File: src/verilog/div_pkg.sv
// widths and data types of the divider, imported by the datapath, the control and the top level
package div_pkg;

    // operand and result width
    localparam int DATA_W = 32;

    // partial remainder carries one extra sign bit
    localparam int EXT_W = DATA_W + 1;

    // leading-zero counts, round counts and shift amounts, range 0 to 32
    localparam int CNT_W = 6;

    typedef logic [DATA_W-1:0] data_t;
    typedef logic [EXT_W-1:0]  ext_t;
    typedef logic [CNT_W-1:0]  cnt_t;

    // quotient returned for a zero divisor
    localparam data_t ALL_ONES_Q = '1;

endpackage

File: src/verilog/srt_ctrl_pkg.sv
// state and quotient-digit encodings of the SRT iteration, imported by control and datapath
package srt_ctrl_pkg;

    // division sequence
    typedef enum logic [1:0] {
        st_idle      = 2'b00,
        st_normalize = 2'b01,
        st_iterate   = 2'b10,
        st_finish    = 2'b11
    } srt_state_e;

    // radix-2 digit set {-1, 0, +1}
    // encoding follows the top two partial remainder bits
    typedef enum logic [1:0] {
        q_zero  = 2'b00,
        q_plus  = 2'b01,
        q_minus = 2'b10
    } qdigit_e;

endpackage

File: src/verilog/srt_if.sv
// strobes and status between the divider control and datapath, instanced in the top level
`timescale 1ns/100ps

interface srt_if import div_pkg::*; ();

    // sequencing strobes from the control
    logic load;
    logic normalize;
    logic step;
    logic last;
    logic finish;
    logic special;

    // status from the datapath, valid in the normalize state
    cnt_t rounds;
    logic div_zero;
    logic early_exit;

    modport ctrl (
        output load,
        output normalize,
        output step,
        output last,
        output finish,
        output special,
        input  rounds,
        input  div_zero,
        input  early_exit
    );

    modport dp (
        input  load,
        input  normalize,
        input  step,
        input  last,
        input  finish,
        input  special,
        output rounds,
        output div_zero,
        output early_exit
    );

endinterface

File: src/verilog/leading_zero_count.sv
// combinational leading-zero counter, used by the datapath to normalize the operands
`timescale 1ns/100ps

module leading_zero_count import div_pkg::*; (
    input  data_t data,
    output cnt_t  count
);

    logic found;

    // priority search from the msb down
    always_comb begin
        count = cnt_t'(DATA_W);
        found = 1'b0;
        for (int i = DATA_W - 1; i >= 0; i--) begin
            if (!found && data[i]) begin
                count = cnt_t'(DATA_W - 1 - i);
                found = 1'b1;
            end
        end
    end

endmodule

File: src/verilog/srt_control.sv
// state machine and round counter that sequence one division through the SRT datapath
`timescale 1ns/100ps

module srt_control import div_pkg::*, srt_ctrl_pkg::*; (
    input  logic clk,
    input  logic reset,
    input  logic div,
    output logic done,
    srt_if.ctrl  bus
);

    srt_state_e state;
    cnt_t       round_cnt;
    logic       is_special;

    // zero divisor or dividend too small, no iteration needed
    assign is_special = bus.div_zero || bus.early_exit;

    // every strobe stalls while div is low
    // no load in the done cycle, a held request restarts one cycle later
    assign bus.load      = div && (state == st_idle) && !done;
    assign bus.normalize = div && (state == st_normalize) && !is_special;
    assign bus.special   = div && (state == st_normalize) && is_special;
    assign bus.step      = div && (state == st_iterate);
    assign bus.last      = bus.step && (round_cnt == '0);
    assign bus.finish    = div && (state == st_finish);

    always_ff @(posedge clk) begin
        if (reset) begin
            state     <= st_idle;
            round_cnt <= '0;
            done      <= 1'b0;
        end else begin
            // results land on the same edge
            done <= bus.finish || bus.special;

            case (state)
                st_idle: begin
                    if (bus.load) begin
                        state <= st_normalize;
                    end
                end
                st_normalize: begin
                    if (bus.special) begin
                        state <= st_idle;
                    end else if (bus.normalize) begin
                        // rounds+1 digits in total
                        round_cnt <= bus.rounds;
                        state     <= st_iterate;
                    end
                end
                st_iterate: begin
                    if (bus.last) begin
                        state <= st_finish;
                    end else if (bus.step) begin
                        round_cnt <= round_cnt - cnt_t'(1);
                    end
                end
                st_finish: begin
                    if (bus.finish) begin
                        state <= st_idle;
                    end
                end
                default: begin
                    state <= st_idle;
                end
            endcase
        end
    end

endmodule

File: src/verilog/srt_datapath.sv
// operand registers, normalization, radix-2 SRT iteration and result correction of the divider
`timescale 1ns/100ps

module srt_datapath import div_pkg::*, srt_ctrl_pkg::*; (
    input  logic  clk,
    input  logic  reset,
    input  logic  div_signed,
    input  data_t dividend,
    input  data_t divisor,
    output data_t quotient,
    output data_t remainder,
    output logic  div_zero_err,
    srt_if.dp     bus
);

    // operand magnitudes and signs
    data_t   x_mag;
    data_t   y_mag;
    logic    x_neg;
    logic    y_neg;

    // captured request
    data_t   x_raw;
    logic    q_sign;
    logic    r_sign;

    // partial remainder, normalized divisor and its negation
    ext_t    rem_reg;
    ext_t    dvs;
    ext_t    ndvs;
    cnt_t    d_shift;

    // positive and negative digit registers
    data_t   pos_q;
    data_t   neg_q;

    cnt_t    s_cnt;
    cnt_t    d_cnt;
    ext_t    dvs_norm;
    qdigit_e digit;
    ext_t    rem_sum;
    ext_t    rem_fix;
    ext_t    rem_shift;
    data_t   q_mag;
    data_t   r_mag;

    assign x_neg = div_signed && dividend[DATA_W-1];
    assign y_neg = div_signed && divisor[DATA_W-1];
    assign x_mag = x_neg ? data_t'(-dividend) : dividend;
    assign y_mag = y_neg ? data_t'(-divisor) : divisor;

    // counts taken on the magnitudes held after load
    leading_zero_count u_lzc_dividend (
        .data  (rem_reg[DATA_W-1:0]),
        .count (s_cnt)
    );

    leading_zero_count u_lzc_divisor (
        .data  (dvs[DATA_W-1:0]),
        .count (d_cnt)
    );

    assign bus.rounds     = d_cnt - s_cnt;
    assign bus.div_zero   = (d_cnt == cnt_t'(DATA_W));
    assign bus.early_exit = bus.rounds[CNT_W-1];

    // divisor msb lands on bit 31
    assign dvs_norm = {1'b0, dvs[DATA_W-1:0] << d_cnt};

    // digit from the top two bits
    always_comb begin
        case (rem_reg[EXT_W-1:EXT_W-2])
            2'b01:   digit = q_plus;
            2'b10:   digit = q_minus;
            default: digit = q_zero;
        endcase
    end

    always_comb begin
        case (digit)
            q_plus:  rem_sum = rem_reg + ndvs;
            q_minus: rem_sum = rem_reg + dvs;
            default: rem_sum = rem_reg;
        endcase
    end

    // negative final remainder takes one divisor back and one off the quotient
    assign rem_fix   = rem_reg[EXT_W-1] ? rem_reg + dvs : rem_reg;
    assign rem_shift = rem_fix >> d_shift;
    assign r_mag     = rem_shift[DATA_W-1:0];
    assign q_mag     = pos_q - neg_q - data_t'(rem_reg[EXT_W-1]);

    always_ff @(posedge clk) begin
        if (bus.load) begin
            x_raw   <= dividend;
            q_sign  <= x_neg ^ y_neg;
            r_sign  <= x_neg;
            rem_reg <= {1'b0, x_mag};
            dvs     <= {1'b0, y_mag};
        end else if (bus.normalize) begin
            rem_reg <= {1'b0, rem_reg[DATA_W-1:0] << s_cnt};
            dvs     <= dvs_norm;
            ndvs    <= -dvs_norm;
            d_shift <= d_cnt;
            pos_q   <= '0;
            neg_q   <= '0;
        end else if (bus.step) begin
            // last step keeps the remainder unshifted
            rem_reg <= bus.last ? rem_sum : rem_sum << 1;
            pos_q   <= {pos_q[DATA_W-2:0], digit == q_plus};
            neg_q   <= {neg_q[DATA_W-2:0], digit == q_minus};
        end
    end

    // results hold until the next completion
    always_ff @(posedge clk) begin
        if (reset) begin
            quotient     <= '0;
            remainder    <= '0;
            div_zero_err <= 1'b0;
        end else if (bus.special) begin
            quotient     <= bus.div_zero ? ALL_ONES_Q : '0;
            remainder    <= x_raw;
            div_zero_err <= bus.div_zero;
        end else if (bus.finish) begin
            quotient     <= q_sign ? -q_mag : q_mag;
            remainder    <= r_sign ? -r_mag : r_mag;
            div_zero_err <= 1'b0;
        end
    end

endmodule

File: src/verilog/div_top.sv
// top level of the 32-bit SRT divider with plain ports, quotient or remainder by use_mod
`timescale 1ns/100ps

module div_top import div_pkg::*; (
    input  logic  clk,
    input  logic  reset,
    input  logic  div,
    input  logic  div_signed,
    input  data_t x,
    input  data_t y,
    input  logic  use_mod,
    output data_t div_result,
    output logic  div_ok,
    output logic  div_zero_err
);

    data_t quotient;
    data_t remainder;
    logic  done;

    srt_if bus ();

    srt_control u_control (
        .clk   (clk),
        .reset (reset),
        .div   (div),
        .done  (done),
        .bus   (bus)
    );

    srt_datapath u_datapath (
        .clk          (clk),
        .reset        (reset),
        .div_signed   (div_signed),
        .dividend     (x),
        .divisor      (y),
        .quotient     (quotient),
        .remainder    (remainder),
        .div_zero_err (div_zero_err),
        .bus          (bus)
    );

    // select works on the held results between requests
    assign div_result = use_mod ? remainder : quotient;

    // idle reads as ok
    assign div_ok = done || !div;

endmodule

File: config.mk
export PLATFORM = sky130hd
export DESIGN_NAME = div_top
export DESIGN_NICKNAME = d
export VERILOG_FILES = /design/src/verilog/div_pkg.sv /design/src/verilog/srt_ctrl_pkg.sv /design/src/verilog/srt_if.sv /design/src/verilog/leading_zero_count.sv /design/src/verilog/srt_control.sv /design/src/verilog/srt_datapath.sv /design/src/verilog/div_top.sv
export SDC_FILE = /design/constraint.sdc
export NUM_CORES = 1
export LEC_CHECK = 0
export ABC_AREA = 1
export BUFFER_PORTS_ARGS = -buffer_cell sky130_fd_sc_hd__buf_4
export CELL_PAD_IN_SITES_DETAIL_PLACEMENT = 1
export CELL_PAD_IN_SITES_GLOBAL_PLACEMENT = 1
export CORE_MARGIN = 8
export CORE_UTILIZATION = 46
export CTS_CLUSTER_DIAMETER = 120
export DETAILED_ROUTE_END_ITERATION = 10
export GPL_TIMING_DRIVEN = 0
export PLACE_DENSITY_LB_ADDON = 0.1
export SLEW_MARGIN = 15
export SYNTH_ARGS = -nofsm -noshare
export SYNTH_HDL_FRONTEND = slang
export SYNTH_SLANG_ARGS = --single-unit
File: constraint.sdc
create_clock -name clk -period 10.4 [get_ports clk]
set_input_delay 1.04 -clock clk [delete_from_list [all_inputs] [get_ports clk]]
set_output_delay 1.04 -clock clk [all_outputs]
set_load 0.005 [all_outputs]
==> impl_results.md <==
- Max Used Layer: met5
- Final setup violation count: 0
- Clock root cell: clkbuf_16
- First-pass DRT Iterations: 8
- Slew Limit Fails: 0
- Die area: 0.0680 mm2
- Yosys reg bits: 276
- Worst Setup End Kind: flip-flop
- Met2 Wirelength: 57.0 mm
- Slowest CP cell: nand2_2
- Worst reg-to-reg path cell count: 38
- Port bufs: 100
- Fmax: 115 MHz
- R2r setup slk: 1.71 ns
- WHS Endpoint: u_datapath.remainder[18]$_SDFFE_PP0P_
- Total power: 12.3 mW
- Setup CP Type: flip-flop to flip-flop
- Post-synthesis cell area: 0.0276 mm2
- Worst slew pin tran: 1.09 ns
- Crit. Startpoint: u_datapath.rem_reg[28]$_DFFE_PP_
- CTS buffer count: 37
- DR iter-0 viols: 2927
- Vias in the first global route: 31300
- RR Startpoint: u_datapath.rem_reg[28]$_DFFE_PP_
- Sequential cell area fraction in the yosys report: 27.3%
- Initial Utilization: 46.6%
- Clock skew: 0.0355 ns
- Post-synth ARST share: 0%
- Final period util: 83.6%
- Slew headroom: 27.0%
- CTS tree: built
- Synth cell types: 67
- Fin crit period: 8.69 ns
- Rows: 89
- Ys flop type: edfxtp_1
- Dpl cells: 5147
- Non-Filler Instances: 5216
- Post-route ant nets: 0
- Status: finished clean
- Routed wire length: 129 mm
- Util after Layout: 52.0%
- Total grt overflow: 0
- Mapped Cells: 4269
- # IOs: 103
- Worst R2R End: u_datapath.rem_reg[2]$_DFFE_PP_
- Peak supply drop: 257 uV
- Routed WL per cell: 24.7 um
- Total power per unit cell area: 401 mW/mm2
- RSZ-0062 raised after global routing: no
- Final nets: 4630
- Max FO, Critical Path: 37
- First-pass GRT wire length: 192 mm
- WP data arrival: 8.88 ns
- Post-CTS Resized: 0
- Hold Path Class: flip-flop to flip-flop
- Hold_ws: 0.455 ns
- Setup Fix Bufs, Post-CTS: 0
- Layout cell share with drive strength beyond 1: 6.82%
- DRC: 0
- Post-Syn Area per Cell: 6.46 um2
- Max cap viols: 0
- Via count: 31500
- Clk_lat worst skew: 0.58 ns
- CTS Sinks: 276
- Htree depth: 2
- Max incr delay on CP: 0.80 ns
- Largest net degree at the start of global routing: 38
- Hold Fails Final Rpt: 0
- Critical Path RT: 10.59 ns
- Placer's final routability congestion estimate: 1.06
- P&R area growth vs syn: 11.4%
- Die Y: 261 um
- Cts hold-fix bufs: 0
- Die width: 261 um
- Cell family with most CP delay: simple AND/OR/NAND/NOR gates
- Number of flops mapped to enable cells by yosys: 201
- Clock transition at path regs: 0.06 ns
- Core area: 0.0591 mm2
- Startpoint Class: flip-flop
- Gr usage total: 36.8%
- Initial antenna violation count: 4
- Hold Path Cell Cnt: 2
- Worst path bufs/invs: 4
- DRT met1 WL: 52.6 mm
- HP Start: u_datapath.remainder[18]$_SDFFE_PP0P_
- Yosys warns: 0
- Syn_nets: 4486
- Detailed Place HPWL: 103 mm
- Total negative slack: 0 ns
- Static leakage: 14.5 nW
- DR WL met3: 9.63 mm
- Crit-path most repeated cell: nand2_2
- DR vias/cell: 6.04
- Buffer depth of the longest clock path: 3
==> cell usage in the layout, fill, tap and decap left out, drive strengths merged, types with 75 or more instances in the layout <==
cell type	synthesis	final
clkbuf	105	155
dfxtp	75	75
nand3	549	549
nor2	354	354
a21oi	213	213
edfxtp	201	201
nand2	1178	1178
xor2	113	113
ha	143	143
buf	61	166
inv	494	500
o21ai	337	337
==> cells in the mapped netlist, drive strengths merged (62+ instances only) <==
master  count  area share [%]
ha        143             6.5
nand3     549              10
nand4      67             1.6
inv       494             6.7
nand2    1178              16
clkbuf    105             1.4
dfxtp      75             5.4
o21ai     337             6.1
xor2      113             3.6
nor3       62             1.2
nor2      354             5.1
a21oi     213             3.9
edfxtp    201              22
==> cell type report <==
| type | count | area, um2 |
|---|---|---|
| Fill cell | 8107 | 28400 |
| Multi-Input combinational cell | 3312 | 17400 |
| Sequential cell | 276 | 7540 |
| Inverter | 515 | 1930 |
| Clock buffer | 50 | 1090 |
| Tap cell | 773 | 967 |
| Timing Repair Buffer | 105 | 873 |
| Buffer | 166 | 719 |
| Clock inverter | 16 | 198 |
| Antenna cell | 3 | 7.51 |
==> where the power goes <==
group          switching [mW]  total [mW]  leakage [nW]  internal [mW]
combinational            6.15        8.58          11.4           2.43
sequential              0.636        2.38          2.49           1.74
clock                   0.564        1.36         0.632          0.799
total                    7.35        12.3          14.5           4.97
==> worst max-delay path by stage <==
stage / endpoint / slack, ns / depth (start not counted)
finish: u_datapath.rem_reg[2]$_DFFE_PP_ / 1.71 / 38
global route: u_datapath.rem_reg[2]$_DFFE_PP_ / 1.17 / 38
CTS: u_datapath.rem_reg[2]$_DFFE_PP_ / 1.53 / 38
detailed placement: u_datapath.rem_reg[5]$_DFFE_PP_ / 1.58 / 38
global placement: u_datapath.pos_q[7]$_SDFFCE_PN0P_ / -0.25 / 36
floorplan: u_datapath.neg_q[0]$_SDFFCE_PN0P_ / 2.85 / 36
==> worst register-to-register path: cells and delay by family, from the launching register on <==
kind | cells | cell delay, ns
AO/OA/AOI/OAI | 2 | 0.40
flip-flops | 1 | 0.67
buffers and inverters | 4 | 1.64
adder cells (fa/ha/maj) | 1 | 0.48
XOR/XNOR | 1 | 0.28
AND/OR/NAND/NOR | 30 | 4.79
==> cell families (layout without fill, tap and decap cells) <==
kind of cell | count (synthesis) | count (layout) | synth area share (%)
other | 0 | 3 | 0
AOI/OAI and AO/OA | 690 | 690 | 13.8
muxes | 45 | 45 | 1.78
xor gates and xnor gates | 160 | 160 | 5.14
DFF | 276 | 276 | 27.3
and+or+nand+nor | 2269 | 2269 | 35.5
adders and majority gates | 148 | 148 | 6.85
buffers and inverters | 681 | 852 | 9.62
==> metal layers <==
| metal | GRT usage [%] | up-vias |
|---|---|---|
| met2 | 58.8 | 1369 |
| met3 | 5.02 | 381 |
| met5 | 0 | - |
| met4 | 24.0 | 2 |
| met1 | 46.5 | 15200 |
| li1 | - | 14500 |
==> metrics by stage <==
| step | worst slack [ns] | area, um2 |
|---|---|---|
| floorplan | 2.85 | 27600 |
| global placement | -0.250 | 29300 |
| detailed placement | 1.58 | 29400 |
| CTS | 1.53 | 30700 |
| global route | 1.17 | 30700 |
| finish | 1.71 | 30700 |
(Power assumes the default switching activity.)
